==> config.mk <==
export PLATFORM = sky130hd
export DESIGN_NAME = uart_channel_flat
export DESIGN_NICKNAME = d
export VERILOG_FILES = /design/src/common/uart_pkg.sv /design/src/common/uart_chan_if.sv /design/src/uart_channel/uart_tx.sv /design/src/uart_channel/uart_rx.sv /design/src/uart_channel/uart_channel.sv /design/src/flat_wrapper.sv
export VERILOG_INCLUDE_DIRS = /design/src /design/src/common
export SDC_FILE = /design/constraint.sdc
export NUM_CORES = 1
export LEC_CHECK = 0
export ABC_AREA = 1
export BUFFER_PORTS_ARGS = -buffer_cell sky130_fd_sc_hd__buf_2
export CORE_AREA = 2 2 88 90
export DETAILED_ROUTE_END_ITERATION = 12
export DIE_AREA = 0 0 90 92
export GPL_TIMING_DRIVEN = 0
export MAX_ROUTING_LAYER = met4
export PLACE_DENSITY_LB_ADDON = 0.1
export SYNTH_ARGS = -nofsm -noshare
export SYNTH_HDL_FRONTEND = slang
export SYNTH_SLANG_ARGS = --single-unit
export TNS_END_PERCENT = 100
==> constraint.sdc <==
create_clock -name clk -period 2.02 [get_ports clk]
set_clock_uncertainty 0.05 [all_clocks]
set_input_delay 0.101 -clock clk [delete_from_list [all_inputs] [get_ports clk]]
set_output_delay 0.101 -clock clk [all_outputs]
set_load 0.02 [all_outputs]
==> src/common/uart_settings.svh <==
`ifndef UART_SETTINGS_SVH
`define UART_SETTINGS_SVH

// number of serial channels in the hub
`define UART_NCH 4

// width of a channel number
`define UART_CH_W ($clog2(`UART_NCH))

// data bits per frame, sent lsb first
`define UART_DATA_BITS 8

// clock cycles per serial bit, even and at least 4
`define UART_CLKS_PER_BIT 8

`endif

==> src/common/uart_pkg.sv <==
package uart_pkg;

`include "uart_settings.svh"

	////////////////////////////////////////////////////////////
	// payload type
	////////////////////////////////////////////////////////////

	// one serial data word
	typedef logic [`UART_DATA_BITS-1:0] uart_byte_t;

	////////////////////////////////////////////////////////////
	// state machines
	////////////////////////////////////////////////////////////

	// transmitter phases of one 8N1 frame
	typedef enum logic [1:0] {
		TX_IDLE,
		TX_START,
		TX_DATA,
		TX_STOP
	} tx_state_t;

	// receiver phases
	// start phase rechecks the line at the bit midpoint
	typedef enum logic [1:0] {
		RX_IDLE,
		RX_START,
		RX_DATA,
		RX_STOP
	} rx_state_t;

endpackage

==> src/common/uart_chan_if.sv <==
`timescale 1ns/1ps

interface uart_chan_if import uart_pkg::*; ();

	// transmit request from the dispatcher
	// one-cycle start pulse with its byte
	logic       tx_start;
	uart_byte_t tx_data;

	// transmitter activity level
	logic       tx_busy;

	// receive buffer state of the channel
	// pending stays high until the cycle after rx_take
	logic       rx_pending;
	uart_byte_t rx_data;
	logic       rx_frame_err;
	logic       rx_overrun;

	// one-cycle drain pulse from the collector
	logic       rx_take;

	modport dispatch (
		output tx_start,
		output tx_data,
		input  tx_busy
	);

	modport chan (
		input  tx_start, tx_data, rx_take,
		output tx_busy, rx_pending, rx_data, rx_frame_err, rx_overrun
	);

	modport collect (
		input  rx_pending, rx_data, rx_frame_err, rx_overrun,
		output rx_take
	);

endinterface

==> src/uart_channel/uart_tx.sv <==
`timescale 1ns/1ps

`include "uart_settings.svh"

module uart_tx import uart_pkg::*; (
	input  logic       clk,
	input  logic       rst_n,
	input  logic       start,
	input  uart_byte_t data,
	output logic       busy,
	output logic       line
);

	localparam int CPB   = `UART_CLKS_PER_BIT;
	localparam int CNT_W = $clog2(CPB);
	localparam int BIT_W = $clog2(`UART_DATA_BITS);

	tx_state_t        state_q;
	logic [CNT_W-1:0] baud_q;
	logic [BIT_W-1:0] bit_q;
	uart_byte_t       shift_q;
	logic             bit_end;

	// last cycle of the current bit
	assign bit_end = (baud_q == CNT_W'(CPB - 1));

	// high from the cycle after start to the end of the stop bit
	assign busy = (state_q != TX_IDLE);

	////////////////////////////////////////////////////////////
	// frame sequencer
	////////////////////////////////////////////////////////////

	always_ff @(posedge clk or negedge rst_n) begin
		if (!rst_n) begin
			state_q <= TX_IDLE;
			baud_q  <= '0;
			bit_q   <= '0;
			line    <= 1'b1;
		end else begin
			case (state_q)
				TX_IDLE: begin
					baud_q <= '0;
					// line drops together with busy rising
					if (start) begin
						line    <= 1'b0;
						state_q <= TX_START;
					end
				end
				TX_START: begin
					baud_q <= baud_q + 1'b1;
					if (bit_end) begin
						baud_q  <= '0;
						bit_q   <= '0;
						line    <= shift_q[0];
						state_q <= TX_DATA;
					end
				end
				TX_DATA: begin
					baud_q <= baud_q + 1'b1;
					if (bit_end) begin
						baud_q <= '0;
						if (bit_q == BIT_W'(`UART_DATA_BITS - 1)) begin
							// stop bit is high
							line    <= 1'b1;
							state_q <= TX_STOP;
						end else begin
							bit_q <= bit_q + 1'b1;
							line  <= shift_q[0];
						end
					end
				end
				TX_STOP: begin
					baud_q <= baud_q + 1'b1;
					if (bit_end) begin
						baud_q  <= '0;
						state_q <= TX_IDLE;
					end
				end
				default: state_q <= TX_IDLE;
			endcase
		end
	end

	// lsb first, shifted at each bit boundary
	always_ff @(posedge clk) begin
		if (state_q == TX_IDLE && start)
			shift_q <= data;
		else if (bit_end && (state_q == TX_START || state_q == TX_DATA))
			shift_q <= shift_q >> 1;
	end

endmodule

==> src/uart_channel/uart_rx.sv <==
`timescale 1ns/1ps

`include "uart_settings.svh"

module uart_rx import uart_pkg::*; (
	input  logic       clk,
	input  logic       rst_n,
	input  logic       line,
	output logic       done,
	output uart_byte_t data,
	output logic       frame_err
);

	localparam int CPB   = `UART_CLKS_PER_BIT;
	localparam int HALF  = CPB / 2;
	localparam int CNT_W = $clog2(CPB);
	localparam int BIT_W = $clog2(`UART_DATA_BITS);

	logic [1:0]       sync_q;
	logic             line_s;
	rx_state_t        state_q;
	logic [CNT_W-1:0] baud_q;
	logic [BIT_W-1:0] bit_q;
	logic             start_mid;
	logic             bit_mid;

	////////////////////////////////////////////////////////////
	// input synchronizer
	////////////////////////////////////////////////////////////

	// idles high so reset does not look like a start bit
	always_ff @(posedge clk or negedge rst_n) begin
		if (!rst_n)
			sync_q <= 2'b11;
		else
			sync_q <= {sync_q[0], line};
	end

	assign line_s = sync_q[1];

	// half a bit after the falling edge
	assign start_mid = (baud_q == CNT_W'(HALF - 1));
	// one full bit after the previous midpoint
	assign bit_mid = (baud_q == CNT_W'(CPB - 1));

	////////////////////////////////////////////////////////////
	// frame receiver
	////////////////////////////////////////////////////////////

	always_ff @(posedge clk or negedge rst_n) begin
		if (!rst_n) begin
			state_q <= RX_IDLE;
			baud_q  <= '0;
			bit_q   <= '0;
			done    <= 1'b0;
		end else begin
			done <= 1'b0;
			case (state_q)
				RX_IDLE: begin
					baud_q <= '0;
					if (!line_s)
						state_q <= RX_START;
				end
				RX_START: begin
					baud_q <= baud_q + 1'b1;
					if (start_mid) begin
						baud_q <= '0;
						bit_q  <= '0;
						// high at midpoint means a glitch
						state_q <= line_s ? RX_IDLE : RX_DATA;
					end
				end
				RX_DATA: begin
					baud_q <= baud_q + 1'b1;
					if (bit_mid) begin
						baud_q <= '0;
						if (bit_q == BIT_W'(`UART_DATA_BITS - 1))
							state_q <= RX_STOP;
						else
							bit_q <= bit_q + 1'b1;
					end
				end
				RX_STOP: begin
					baud_q <= baud_q + 1'b1;
					// back to idle at the stop midpoint
					// so the next falling edge is caught
					if (bit_mid) begin
						baud_q  <= '0;
						done    <= 1'b1;
						state_q <= RX_IDLE;
					end
				end
				default: state_q <= RX_IDLE;
			endcase
		end
	end

	// lsb arrives first and ends up at bit 0
	always_ff @(posedge clk) begin
		if (state_q == RX_DATA && bit_mid)
			data <= {line_s, data[`UART_DATA_BITS-1:1]};
		if (state_q == RX_STOP && bit_mid)
			frame_err <= ~line_s;
	end

endmodule

==> src/uart_channel/uart_channel.sv <==
`timescale 1ns/1ps

module uart_channel import uart_pkg::*; (
	input  logic     clk,
	input  logic     rst_n,
	input  logic     rx,
	output logic     tx,
	uart_chan_if.chan ch
);

	// receiver result
	logic       rx_done;
	uart_byte_t rx_byte;
	logic       rx_ferr;

	// one-byte receive buffer
	logic       pending_q;
	logic       overrun_q;
	logic       ferr_q;
	uart_byte_t data_q;

	////////////////////////////////////////////////////////////
	// serializer and deserializer
	////////////////////////////////////////////////////////////

	uart_tx tx_i (
		.clk   (clk),
		.rst_n (rst_n),
		.start (ch.tx_start),
		.data  (ch.tx_data),
		.busy  (ch.tx_busy),
		.line  (tx)
	);

	uart_rx rx_i (
		.clk       (clk),
		.rst_n     (rst_n),
		.line      (rx),
		.done      (rx_done),
		.data      (rx_byte),
		.frame_err (rx_ferr)
	);

	////////////////////////////////////////////////////////////
	// receive buffer flags
	////////////////////////////////////////////////////////////

	// a new byte on an untaken one is an overrun
	// take in the same cycle as done frees the slot first
	always_ff @(posedge clk or negedge rst_n) begin
		if (!rst_n) begin
			pending_q <= 1'b0;
			overrun_q <= 1'b0;
		end else if (rx_done) begin
			pending_q <= 1'b1;
			overrun_q <= (pending_q | overrun_q) & ~ch.rx_take;
		end else if (ch.rx_take) begin
			pending_q <= 1'b0;
			overrun_q <= 1'b0;
		end
	end

	// newer byte replaces the older one
	always_ff @(posedge clk) begin
		if (rx_done) begin
			data_q <= rx_byte;
			ferr_q <= rx_ferr;
		end
	end

	assign ch.rx_pending   = pending_q;
	assign ch.rx_overrun   = overrun_q;
	assign ch.rx_frame_err = ferr_q;
	assign ch.rx_data      = data_q;

endmodule

==> src/flat_wrapper.sv <==
// flat-port wrapper written by rule: the top's interface ports become plain ports
module uart_channel_flat import uart_pkg::*;
  (clk, rst_n, rx, tx, ch_tx_start, ch_tx_data, ch_rx_take, ch_tx_busy, ch_rx_pending, ch_rx_data, ch_rx_frame_err, ch_rx_overrun);
  uart_chan_if ch_i ();
  input  logic clk;
  input  logic rst_n;
  input  logic rx;
  output logic tx;
  input wire logic [$bits(ch_i.tx_start)-1:0] ch_tx_start;
  input wire logic [$bits(ch_i.tx_data)-1:0] ch_tx_data;
  input wire logic [$bits(ch_i.rx_take)-1:0] ch_rx_take;
  output wire logic [$bits(ch_i.tx_busy)-1:0] ch_tx_busy;
  output wire logic [$bits(ch_i.rx_pending)-1:0] ch_rx_pending;
  output wire logic [$bits(ch_i.rx_data)-1:0] ch_rx_data;
  output wire logic [$bits(ch_i.rx_frame_err)-1:0] ch_rx_frame_err;
  output wire logic [$bits(ch_i.rx_overrun)-1:0] ch_rx_overrun;
  assign ch_i.tx_start = ch_tx_start;
  assign ch_i.tx_data = ch_tx_data;
  assign ch_i.rx_take = ch_rx_take;
  assign ch_tx_busy = ch_i.tx_busy;
  assign ch_rx_pending = ch_i.rx_pending;
  assign ch_rx_data = ch_i.rx_data;
  assign ch_rx_frame_err = ch_i.rx_frame_err;
  assign ch_rx_overrun = ch_i.rx_overrun;
  uart_channel u_core (.clk(clk), .rst_n(rst_n), .rx(rx), .tx(tx), .ch(ch_i));
endmodule
==> impl_metrics.tcl, run 1 <==
set metrics [dict create \
    num_rows 32 \
    achievable-frequency_ghz 0.5634 \
    drcViolationCount 0 \
    initial_core_util_pct 28.48 \
    worst_setup_path_end_kind "register" \
    setup-violations-final 0 \
    mostFrequentLayoutCells "sky130_fd_sc_hd__nand2_1 (35), sky130_fd_sc_hd__edfxtp_1 (26), sky130_fd_sc_hd__buf_2 (25)" \
    top_level_ports 26 \
    multi_input_area_um2 685.7 \
    rsz_0062_raised_after_global_routing "false" \
    power_switching_mw 0.6633 \
    grt_start_max_net_pins 23 \
    timing.critical_path.required_ps 1950 \
    worstSkewPairLatency_ps 300 \
    yosys.cell_types.count 24 \
    combPwrFrac_pct 21.0 \
    cts_tree "yes" \
    holdCritPathClass "input port to register" \
    clock-sinks 48 \
    number_of_optimization_iterations_in_the_first_detailed_route_pass 4 \
    route.vias.total 1279 \
    clock_tree.root_cell "sky130_fd_sc_hd__clkbuf_8" \
    diodes 0 \
    internal_power_mw 1.501 \
    arrival_ps 1700 \
    htree_levels 2 \
    routabilityCongestion 0.7141 \
    yosys_warnings 0 \
    grt_antenna_before_repair 0 \
    worst_path_max_delay_cell "sky130_fd_sc_hd__dfrtp_1" \
    cpLargestDelayFamily "simple AND/OR/NAND/NOR gates" \
    power_density_mw_per_mm2 872.1 \
    grt_pass1_vias 1302 \
    cap_violations 0 \
    layout_filler_cell_count 772 \
    syn_inst 179 \
    cp-start-kind "register" \
    syn_area_per_cell_um2 11.85 \
    nets 243 \
    holdPathStages 4 \
    floorplan.die.height_um 92 \
    post-route-min-period_ps 1775 \
    power.share.switching_pct 30.65 \
    power.share.clock_pct 26.1 \
    timing.critical_path.cells "inv_1 -> ha_1 -> nand2_2 -> nand2_1" \
    p_leak_nw 1.128 \
    routed_wire_length_per_instance_um 10.43 \
    grt_first_pass_wirelength_um 6065 \
    r2r_slack_ps 250 \
    yosys_register_bits 48 \
    setup-tns-final_ps 0 \
    postSynthNetCount 209 \
    wl_um 3295 \
    worst_setup_hold_path_clk_slew_ps 90 \
    power.ir.vdd_worst_v 0.0003103 \
    hold_path_end "u_core.ch.rx_pending$_DFFE_PN0P_" \
    worstSetupPathType "register to register" \
    final-max-slew-violation-count 0 \
    power.share.sequential_pct 52.9 \
    first_iter_violations 74 \
    depth_of_the_worst_register_to_register_path 4 \
    syn-cell-area_mm2 0.002121 \
    final.period_utilization_pct 87.87 \
    globalRouteOverflowTotal 0 \
    clk_path_buf_depth 2 \
    design.core.area_mm2 0.007447 \
    place_hpwl_um 2371 \
    report.final.hold_viol_count 0 \
    final_antenna_net_count 0 \
    critical_path.max_fanout 9 \
    cts-buffers-inserted 5 \
    fraction_of_final_layout_cells_sized_beyond_drive_strength_1_pct 23.83 \
    via_per_inst 4.047 \
    postCtsResizedCells 0 \
    critPathBufInv 1 \
    die_x_um 90 \
    tightestPinTransition_ps 675.7 \
    area.sequential_mm2 0.001335 \
    die_area_mm2 0.008280 \
    max-slew-margin-rel_pct 54.79 \
    r2r_start "u_core.tx_i.state_q[0]$_DFFE_PN0P_" \
    hold_ws_ps 11.41 \
    status "finished, final reports clean" \
    hold_path_start "ch_rx_take" \
    place.port_buffers 25 \
    crit_path_max_incr_delay_ps 430 \
    final_common_cell "sky130_fd_sc_hd__nand2_1" \
    worstReg2RegEnd "u_core.tx_i.shift_q[4]$_DFFE_PP_" \
    gr_util_all_layers_pct 9.409 \
    ys_seq_area_share_pct 62.95 \
    area.growth.synth_to_final_pct 16.99 \
]
-- synthesized netlist by cell type --
library cell | number | area share, %
sky130_fd_sc_hd__nand2_1 | 35 | 6.2
sky130_fd_sc_hd__edfxtp_1 | 26 | 37
sky130_fd_sc_hd__dfrtp_1 | 19 | 22
sky130_fd_sc_hd__ha_1 | 17 | 10
sky130_fd_sc_hd__inv_1 | 15 | 2.7
sky130_fd_sc_hd__nor2_1 | 11 | 1.9
sky130_fd_sc_hd__nand3_1 | 8 | 1.9
sky130_fd_sc_hd__inv_2 | 7 | 1.2
sky130_fd_sc_hd__mux2_1 | 7 | 3.7
sky130_fd_sc_hd__o21ai_1 | 7 | 1.7
sky130_fd_sc_hd__o21ai_0 | 5 | 1.2
sky130_fd_sc_hd__nand2_2 | 4 | 1.2
sky130_fd_sc_hd__dfstp_2 | 3 | 3.7
sky130_fd_sc_hd__nand3b_1 | 3 | 1.1
sky130_fd_sc_hd__nor2_4 | 2 | 1.1
sky130_fd_sc_hd__nor3_1 | 2 | 0.47
sky130_fd_sc_hd__a21oi_1 | 1 | 0.24
sky130_fd_sc_hd__buf_6 | 1 | 0.53
sky130_fd_sc_hd__inv_4 | 1 | 0.30
sky130_fd_sc_hd__nand4_1 | 1 | 0.30
sky130_fd_sc_hd__o211ai_1 | 1 | 0.35
sky130_fd_sc_hd__o21a_1 | 1 | 0.35
sky130_fd_sc_hd__o21ai_2 | 1 | 0.41
sky130_fd_sc_hd__o22ai_1 | 1 | 0.30
-- through the flow --
step | power, mW | cells | area, um2 | util, % | worst slack, ps
3_3_place_gp | 1.625 | 306 | 2374 | 31.87 | 162.6
2_1_floorplan | 1.520 | 179 | 2121 | - | 494.4
3_5_place_dp | 1.625 | 306 | 2374 | 31.87 | 193.1
5_1_grt | 2.342 | 316 | 2481 | 33.32 | 81.05
6_report | 2.164 | 316 | 2481 | 33.32 | 245.0
4_1_cts | 2.208 | 316 | 2481 | 33.32 | 191.1
-- logic make-up after synthesis --
kind of cell | after synthesis | share of synthesized area, %
AOI/OAI and AO/OA | 17 | 4.484
adders and majority gates | 17 | 10.03
and+or+nand+nor | 66 | 14.10
buffers and inverters | 24 | 4.720
DFF | 48 | 62.95
muxes | 7 | 3.717
-- worst reg2reg max path, stage by stage, from the launching register on --
cell and delay [ps]:
sky130_fd_sc_hd__dfrtp_1 430, sky130_fd_sc_hd__inv_1 140, sky130_fd_sc_hd__ha_1 320, sky130_fd_sc_hd__nand2_2 200, sky130_fd_sc_hd__nand2_1 310
-- routing by layer --
layer / share of wire (%) / GRT usage (%) / up-vias / wire length, um
li1: - / - / 665 / -
met1: 50 / 11.99 / 575 / 1649
met2: 43 / 14.10 / 32 / 1417
met3: 4.9 / 2.794 / 7 / 163
met4: 1.9 / 3.846 / 0 / 64
met5: 0 / - / - / 0
-- registers in the layout (all words and copies together) (netlist names), named ones only --
name and flops:
u_core.ch.rx_data 8, u_core.rx_i.data 8, u_core.tx_i.shift_q 8, u_core.rx_i.baud_q 3, u_core.rx_i.bit_q 3, u_core.tx_i.baud_q 3
u_core.tx_i.bit_q 3, u_core.rx_i.sync_q 2, u_core.tx_i.state_q 2, u_core.ch.rx_frame_err 1, u_core.ch.rx_overrun 1, u_core.ch.rx_pending 1
u_core.rx_i.done 1, u_core.rx_i.frame_err 1, u_core.rx_i.state_q 1, u_core.tx_i.line 1
-- worst max-delay path by stage --
stage | startpoint | to | slack (ps) | cells after the start
floorplan | u_core.tx_i.state_q[0]$_DFFE_PN0P_ | u_core.tx_i.shift_q[0]$_DFFE_PP_ | 490 | 4
global placement | u_core.tx_i.state_q[0]$_DFFE_PN0P_ | u_core.tx_i.shift_q[7]$_SDFFCE_PN0P_ | 160 | 4
detailed placement | u_core.tx_i.state_q[0]$_DFFE_PN0P_ | u_core.tx_i.shift_q[6]$_DFFE_PP_ | 190 | 4
CTS | u_core.tx_i.state_q[0]$_DFFE_PN0P_ | u_core.tx_i.shift_q[6]$_DFFE_PP_ | 190 | 4
global route | u_core.tx_i.state_q[0]$_DFFE_PN0P_ | u_core.tx_i.shift_q[5]$_DFFE_PP_ | 80 | 4
finish | u_core.tx_i.state_q[0]$_DFFE_PN0P_ | u_core.tx_i.shift_q[4]$_DFFE_PP_ | 250 | 4
-- final cells by class --
type	instances	share of cell area (%)
clock buffer	5	2.774
clock inverter	3	0.7564
timing repair buffer	27	5.850
buffer	1	0.4539
inverter	23	3.580
multi-input combinational	107	27.63
sequential	48	53.81
tap	102	5.144
-- repair_timing --
action | in CTS | in global routing
endpoints found under the hold margin | 20 | 0
hold buffers | 2 | 0
setup buffers | 0 | 0
-- power groups by stage --
stage	clock network, mW	logic, mW	registers [mW]
6_report	0.565	0.454	1.14
5_1_grt	0.637	0.550	1.16
4_1_cts	0.595	0.467	1.15
3_5_place_dp	0	0.461	1.16
3_3_place_gp	0	0.459	1.17
2_1_floorplan	0	0.367	1.15
(Power assumes the default switching activity.)
==> inputs of run 2 (changes only) <==
--- a/config.mk
+++ b/config.mk
@@ -6,11 +6,11 @@
 export SDC_FILE = /design/constraint.sdc
 export NUM_CORES = 1
 export LEC_CHECK = 0
-export ABC_AREA = 1
 export BUFFER_PORTS_ARGS = -buffer_cell sky130_fd_sc_hd__buf_2
-export CORE_AREA = 2 2 88 90
+export CAP_MARGIN = 20
+export CORE_AREA = 2 2 86 88
 export DETAILED_ROUTE_END_ITERATION = 12
-export DIE_AREA = 0 0 90 92
+export DIE_AREA = 0 0 88 90
 export GPL_TIMING_DRIVEN = 0
 export MAX_ROUTING_LAYER = met4
 export PLACE_DENSITY_LB_ADDON = 0.1
==> run 2 against run 1 <==
Net effect: flip-flop and latch count is the same; power rose by 0.28%; combinational power shrank 31%; clock power rose by 22%; area after synthesis fell by 3.5%; via count is 9.5% lower; register-to-register slack got worse by 110 ps; maximum frequency decreased by 5.7%; worst hold slack better by 39 ps; sequential power about the same; critical endpoint unchanged.
==> impl_metrics.tcl, run 2 <==
set metrics [dict create \
    status "finished, final reports clean" \
    synthXorXnorAreaFrac_pct 0 \
    post-synth-top-count-cell "sky130_fd_sc_hd__edfxtp_1" \
    synth-simple-area-share_pct 7.457 \
    clock_tree.root_cell "sky130_fd_sc_hd__clkbuf_8" \
    globalRouteOverflowTotal 0 \
    drcViolationCount 0 \
    depth_of_the_worst_register_to_register_path 4 \
    final_antenna_net_count 0 \
    yosys.cell_types.count 32 \
    num_rows 31 \
    power_density_mw_per_mm2 890.3 \
    design.core.area_mm2 0.007020 \
    grt_start_max_net_pins 23 \
    post-route-min-period_ps 1881 \
    critical_path.max_fanout 8 \
    r2r_start "u_core.tx_i.state_q[0]$_DFFE_PN0P_" \
    report.final.hold_viol_count 0 \
    floorplan.die.height_um 90 \
    synth_ff_type "sky130_fd_sc_hd__edfxtp_1" \
    setup-violations-final 0 \
    gr_util_all_layers_pct 9.234 \
    yosysTopAreaCell "sky130_fd_sc_hd__edfxtp_1" \
    place_hpwl_um 2362 \
    timing.critical_path.cells "inv_1 -> ha_1 -> nand2_1 -> nand2_1" \
    final.period_utilization_pct 93.13 \
    syn_area_per_cell_um2 14.22 \
    cpLargestDelayFamily "simple AND/OR/NAND/NOR gates" \
    worstSkewPairLatency_ps 300 \
    wl_um 3301 \
    htree_levels 2 \
    setup_slack_ps 138.7 \
    cts_tree "yes" \
    critical_path.most_common_cell "sky130_fd_sc_hd__nand2_1" \
    place.port_buffers 25 \
    syn-cell-area_mm2 0.002047 \
    grt_first_pass_wirelength_um 5492 \
    area.sequential_mm2 0.001335 \
    synth_top_family_by_area "adder cells" \
    clk_path_buf_depth 2 \
    critPathBufInv 1 \
    yosys_warnings 0 \
    post_synth_fa_ha_maj_area_fraction_pct 10.39 \
    arrival_ps 1800 \
    layout_filler_cell_count 668 \
    power.ir.vdd_worst_v 0.0003601 \
    multi_input_area_um2 641.9 \
    hold_path_start "ch_tx_data[6]" \
    timing.critical_path.required_ps 1940 \
    top_level_ports 26 \
    rsz_0062_raised_after_global_routing "false" \
    worstReg2RegEnd "u_core.tx_i.shift_q[4]$_DFFE_PP_" \
    route.vias.total 1157 \
    cell_types_with_the_highest_counts_after_synthesis "sky130_fd_sc_hd__edfxtp_1 (26), sky130_fd_sc_hd__dfrtp_1 (19), sky130_fd_sc_hd__ha_1 (17)" \
    syn_inst 144 \
    number_of_optimization_iterations_in_the_first_detailed_route_pass 4 \
    synth.area.top_cells "sky130_fd_sc_hd__edfxtp_1 (38%), sky130_fd_sc_hd__dfrtp_1 (23%), sky130_fd_sc_hd__ha_1 (10%)" \
    postSynth.asyncResetShare_pct 45.83 \
    cap_violations 0 \
    holdCritPathClass "input port to register" \
    crit_path_max_incr_delay_ps 410 \
    fraction_of_final_layout_cells_sized_beyond_drive_strength_1_pct 28.33 \
    max-slew-margin-rel_pct 54.48 \
    setup-tns-final_ps 0 \
    grt_antenna_before_repair 0 \
    hold_path_end "u_core.tx_i.shift_q[6]$_DFFE_PP_" \
    initial_core_util_pct 29.16 \
    grt_pass1_vias 1169 \
    worstSetupPathType "register to register" \
    nets 209 \
    diodes 0 \
    via_per_inst 4.147 \
    ys_seq_area_share_pct 65.22 \
    tightestPinTransition_ps 680.3 \
    worst_setup_path_end_kind "register" \
    routabilityCongestion 0.7620 \
    final_common_cell "sky130_fd_sc_hd__buf_2" \
    complex_gate_fraction_of_the_synthesized_area_pct 5.990 \
    die_area_mm2 0.007920 \
    first_iter_violations 30 \
    holdPathStages 2 \
    die_x_um 88 \
    routed_wire_length_per_instance_um 11.83 \
    postSynthNetCount 174 \
    clock-sinks 48 \
    pre_cts_slack_ps 112.8 \
    achievable-frequency_ghz 0.5315 \
    cp-start-kind "register" \
    number_of_enable_type_register_cells_in_the_synthesized_netlist 26 \
    final-max-slew-violation-count 0 \
    cts-buffers-inserted 5 \
    yosys_register_bits 48 \
    p_leak_nw 1.052 \
    r2r_slack_ps 140 \
    postCtsResizedCells 0 \
    area.growth.synth_to_final_pct 19.07 \
    mostFrequentLayoutCells "sky130_fd_sc_hd__buf_2 (27), sky130_fd_sc_hd__edfxtp_1 (26), sky130_fd_sc_hd__dfrtp_1 (19)" \
    synthDominantCellAreaShare_pct 38.14 \
    post_synthesis_mux_area_share_pct 7.518 \
    worst_setup_hold_path_clk_slew_ps 90 \
    worst_path_max_delay_cell "sky130_fd_sc_hd__dfrtp_1" \
]
==> run 2: area by class of cell <==
| type | instances | area share (%) |
|---|---|---|
| tap | 99 | 5.082 |
| clock buffer | 5 | 2.823 |
| clock inverter | 3 | 1.745 |
| buffer | 2 | 0.4107 |
| inverter | 16 | 2.464 |
| multi-input combinational | 78 | 26.33 |
| timing repair buffer | 28 | 6.366 |
| sequential | 48 | 54.77 |
==> run 2: worst max-delay path by stage <==
stage,endpoint,from,depth (start not counted),slack [ps]
2_1_floorplan,u_core.tx_i.state_q[1]$_DFFE_PN0P_,u_core.tx_i.state_q[0]$_DFFE_PN0P_,6,320
3_3_place_gp,u_core.tx_i.shift_q[4]$_DFFE_PP_,u_core.tx_i.state_q[0]$_DFFE_PN0P_,4,150
3_5_place_dp,u_core.tx_i.shift_q[5]$_DFFE_PP_,u_core.tx_i.state_q[0]$_DFFE_PN0P_,4,110
4_1_cts,u_core.tx_i.shift_q[4]$_DFFE_PP_,u_core.tx_i.state_q[0]$_DFFE_PN0P_,4,110
5_1_grt,u_core.tx_i.shift_q[4]$_DFFE_PP_,u_core.tx_i.state_q[0]$_DFFE_PN0P_,4,6
6_report,u_core.tx_i.shift_q[4]$_DFFE_PP_,u_core.tx_i.state_q[0]$_DFFE_PN0P_,4,140
==> run 2: logic make-up (layout without fill, tap and decap cells) <==
logic type,count (synthesis),count (layout)
mux,13,13
compound gates,17,17
simple gates,31,31
fa+ha+maj,17,17
buf+inv,18,54
flops,48,48
==> run 2: where the power goes <==
part / switching (mW) / internal (mW) / total, mW
combinational: 0.172 / 0.140 / 0.312
sequential: 0.0465 / 1.12 / 1.17
clock: 0.325 / 0.367 / 0.691
total: 0.543 / 1.63 / 2.17
==> run 2: per-stage QoR <==
stage                     cells  util (%)  hold slack [ps]  total power, mW  area [um2]
after floorplan             144         -           -244.6            1.406        2047
after global routing        279     34.72            46.66            2.291        2437
after detailed placement    268     32.70            71.66            1.502        2296
after CTS                   279     34.72            40.57            2.207        2437
final                       279     34.72            50.82            2.170        2437
after global placement      268     32.70            49.58            1.478        2296
==> run 2: repair_timing <==
| item | CTS | global route |
|---|---|---|
| hold buffers | 3 | 0 |
| hold endpoints to repair | 21 | 0 |
| endpoints found under the setup margin | 0 | 0 |
| buffers inserted | 0 | 0 |
==> run 2: worst register-to-register path: cells and delay by family, from the launching register on <==
family | cells | cell delay, ps
and+or+nand+nor | 2 | 620
adders and majority gates | 1 | 320
buffers and inverters | 1 | 150
DFF | 1 | 410
==> run 2: routing by layer <==
layer	up-vias	routed length, um	track usage [%]
met5	-	0	-
li1	571	-	-
met2	26	1554	13.83
met1	553	1529	11.16
met3	7	154	3.398
met4	0	62	3.846
==> inputs of run 3 (changes only) <==
--- a/config.mk
+++ b/config.mk
@@ -8,13 +8,14 @@
 export LEC_CHECK = 0
 export BUFFER_PORTS_ARGS = -buffer_cell sky130_fd_sc_hd__buf_2
 export CAP_MARGIN = 20
-export CORE_AREA = 2 2 86 88
+export CORE_AREA = 2 2 87 89
 export DETAILED_ROUTE_END_ITERATION = 12
-export DIE_AREA = 0 0 88 90
+export DIE_AREA = 0 0 89 91
 export GPL_TIMING_DRIVEN = 0
 export MAX_ROUTING_LAYER = met4
 export PLACE_DENSITY_LB_ADDON = 0.1
 export SYNTH_ARGS = -nofsm -noshare
 export SYNTH_HDL_FRONTEND = slang
+export SYNTH_HIERARCHICAL = 1
 export SYNTH_SLANG_ARGS = --single-unit
 export TNS_END_PERCENT = 100
==> run 3 against run 2 <==
Net effect: first-iteration DRC count up 77%; largest power group unchanged; synthesized cell count up 0.69%; power up 49%; sequential share of layout area down 1.1 points; critical endpoint is now u_core/tx_i/bit_q[0]$_DFFE_PN0P_; combinational power rose to 3.2 times the previous value; worst hold slack better by 1.1 ps.
==> impl_metrics.tcl, run 3 <==
set metrics [dict create \
    grt_start_max_net_pins 23 \
    final.period_utilization_pct 92.93 \
    floorplan.die.height_um 91 \
    wl_um 3334 \
    worstReg2RegEnd "u_core/tx_i/bit_q[0]$_DFFE_PN0P_" \
    cpLargestDelayFamily "compound AO/OA/AOI/OAI gates" \
    num_rows 31 \
    setup-tns-final_ps 0 \
    initial_core_util_pct 28.98 \
    cts_tree "yes" \
    via_per_inst 4.332 \
    postSynthNetCount 173 \
    design.core.area_mm2 0.007137 \
    syn-cell-area_mm2 0.002068 \
    worst_setup_hold_path_clk_slew_ps 90 \
    power.ir.vdd_worst_v 0.0004173 \
    place.port_buffers 25 \
    postSynth.asyncResetShare_pct 45.83 \
    cts-buffers-inserted 5 \
    nets 208 \
    synth_ff_type "sky130_fd_sc_hd__edfxtp_1" \
    max-slew-margin-rel_pct 54.74 \
    worstSetupPathDepth 6 \
    worst_path_max_delay_cell "sky130_fd_sc_hd__dfrtp_1" \
    critical_path.startpoint "u_core/tx_i/baud_q[0]$_DFF_PN0_" \
    drcViolationCount 0 \
    syn_inst 145 \
    layout_filler_cell_count 712 \
    status "finished, final reports clean" \
    routed_wire_length_per_instance_um 11.91 \
    yosys.cell_types.count 36 \
    diodes 0 \
    die_area_mm2 0.008099 \
    fraction_of_final_layout_cells_sized_beyond_drive_strength_1_pct 28.18 \
    report.final.hold_viol_count 0 \
    top_level_ports 26 \
    gr_util_all_layers_pct 9.103 \
    tightestPinTransition_ps 676.3 \
    htree_levels 2 \
    grt_first_pass_wirelength_um 5485 \
    cell_types_with_the_highest_counts_after_synthesis "sky130_fd_sc_hd__edfxtp_1 (26), sky130_fd_sc_hd__dfrtp_1 (19), sky130_fd_sc_hd__ha_1 (15)" \
    area.growth.synth_to_final_pct 20.27 \
    final-max-slew-violation-count 0 \
    setup.worst_path.end "u_core/tx_i/bit_q[0]$_DFFE_PN0P_" \
    r2r_slack_ps 140 \
    globalRouteOverflowTotal 0 \
    grt_antenna_before_repair 0 \
    holdCritPathClass "input port to register" \
    stdcell_area_mm2 0.002487 \
    rsz_0062_raised_after_global_routing "false" \
    cp-start-kind "register" \
    route.vias.total 1213 \
    critical_path.most_common_cell "sky130_fd_sc_hd__ha_1" \
    ys_seq_area_share_pct 64.55 \
    routabilityCongestion 0.7631 \
    achievable-frequency_ghz 0.5327 \
    clk_path_buf_depth 2 \
    worstSkewPairLatency_ps 290 \
    grt_pass1_vias 1173 \
    postCtsSetupRepairBufs 0 \
    worst_setup_path_end_kind "register" \
    post-route-min-period_ps 1877 \
    number_of_optimization_iterations_in_the_first_detailed_route_pass 4 \
    cap_violations 0 \
    clock_tree.root_cell "sky130_fd_sc_hd__clkbuf_8" \
    timing.critical_path.required_ps 2150 \
    synth.area.top_cells "sky130_fd_sc_hd__edfxtp_1 (38%), sky130_fd_sc_hd__dfrtp_1 (23%), sky130_fd_sc_hd__ha_1 (9.1%)" \
    worstSetupPathType "register to register" \
    first_iter_violations 53 \
    cell_area_after_placement_mm2 0.002317 \
    yosys_warnings 6 \
    post-synth-top-count-cell "sky130_fd_sc_hd__edfxtp_1" \
    r2r_start "u_core/tx_i/baud_q[0]$_DFF_PN0_" \
    setup-violations-final 0 \
    clock-sinks 48 \
    critPathBufInv 1 \
    syn_area_per_cell_um2 14.26 \
    synthDominantCellAreaShare_pct 37.75 \
    arrival_ps 2010 \
    crit_path_max_incr_delay_ps 390 \
    yosys_register_bits 48 \
    final_antenna_net_count 0 \
    die_x_um 89 \
    depth_of_the_worst_register_to_register_path 6 \
    place_hpwl_um 2356 \
    power_density_mw_per_mm2 1303 \
    timing.critical_path.cells "ha_1 -> ha_1 -> clkbuf_2 -> o21a_1 -> a31oi_4 -> mux2_4" \
    yosysTopAreaCell "sky130_fd_sc_hd__edfxtp_1" \
    p_leak_nw 1.054 \
    number_of_enable_type_register_cells_in_the_synthesized_netlist 26 \
    critical_path.max_fanout 8 \
    mostFrequentLayoutCells "sky130_fd_sc_hd__buf_2 (26), sky130_fd_sc_hd__edfxtp_1 (26), sky130_fd_sc_hd__dfrtp_1 (19)" \
    hold_ws_ps 51.91 \
]
[run 3: cell types whose count changed in the layout (fill, tap and decap cells not counted), sizes merged, moves of 2 or more]
cell / change
inv: -5
nand2: -5
a31oi: +3
nor2: +3
a21oi: +2
a22o: +2
clkinv: -2
ha: -2
nand3b: -2
o21a: +2
o22ai: -2
o32ai: +2
[run 3: kinds of logic after synthesis]
logic type | Yosys count | share of synthesized area, %
AO/OA/AOI/OAI | 24 | 8.470
XOR/XNOR | 1 | 0.4235
adder cells (fa/ha/maj) | 15 | 9.074
buffers and inverters | 13 | 2.843
flip-flops | 48 | 64.55
multiplexers | 12 | 6.534
AND/OR/NAND/NOR | 32 | 8.107
[run 3: cell type report]
cell class              instances  area [um2]  share of cell area [%]
plain buffers                   3       21.27                  0.8551
well taps                      99       123.9                   4.980
inverters                      10       37.54                   1.509
clock buffers                   5       68.82                   2.767
clock inverters                 3       68.82                   2.767
flip-flops and latches         48        1335                   53.67
repair buffers                 28       155.1                   6.237
multi-input cells              84       676.9                   27.21
[run 3: worst min-delay path by stage]
stage / startpoint / to / slack [ps] / cells after the start
final: ch_tx_data[4] / u_core/tx_i/shift_q[4]$_DFFE_PP_ / 50 / 2
after CTS: ch_tx_data[1] / u_core/tx_i/shift_q[1]$_DFFE_PP_ / 40 / 2
after detailed placement: rst_n / u_core/ch.rx_overrun$_DFFE_PN0P_ / 70 / 1
after global routing: ch_tx_data[5] / u_core/tx_i/shift_q[5]$_DFFE_PP_ / 40 / 2
after floorplan: rst_n / u_core/ch.rx_overrun$_DFFE_PN0P_ / -240 / 0
after global placement: rst_n / u_core/rx_i/bit_q[2]$_DFFE_PN0P_ / 70 / 1
[run 3: per-layer routing]
layer | GRT usage, % | part of all wire (%) | vias to the layer above
met1 | 10.82 | 45 | 578
met3 | 3.364 | 5.2 | 8
met4 | 3.731 | 1.8 | 0
met5 | - | 0 | -
met2 | 13.87 | 48 | 27
li1 | - | - | 600
[run 3: report_power, final]
group / switching [mW] / leakage (nW) / internal [mW]
sequential: 0.137 / 0.511 / 1.27
combinational: 0.549 / 0.474 / 0.464
clock: 0.322 / 0.0687 / 0.498
[run 3: stage by stage]
step | utilization [%] | instances | total power, mW | worst slack, ps
finish | 34.85 | 280 | 3.242 | 142.7
global route | 34.85 | 280 | 3.466 | 64.19
CTS | 34.82 | 280 | 3.295 | 116.1
detailed placement | 32.47 | 269 | 2.449 | 112.9
global placement | 32.47 | 269 | 2.392 | 170.4
floorplan | - | 145 | 2.197 | 260.0
[run 3: repair_timing]
action / CTS / global route
hold buffers: 3 / 0
setup endpoints to repair: 0 / 8
hold endpoints to repair: 21 / 0
resized for setup: 0 / 1
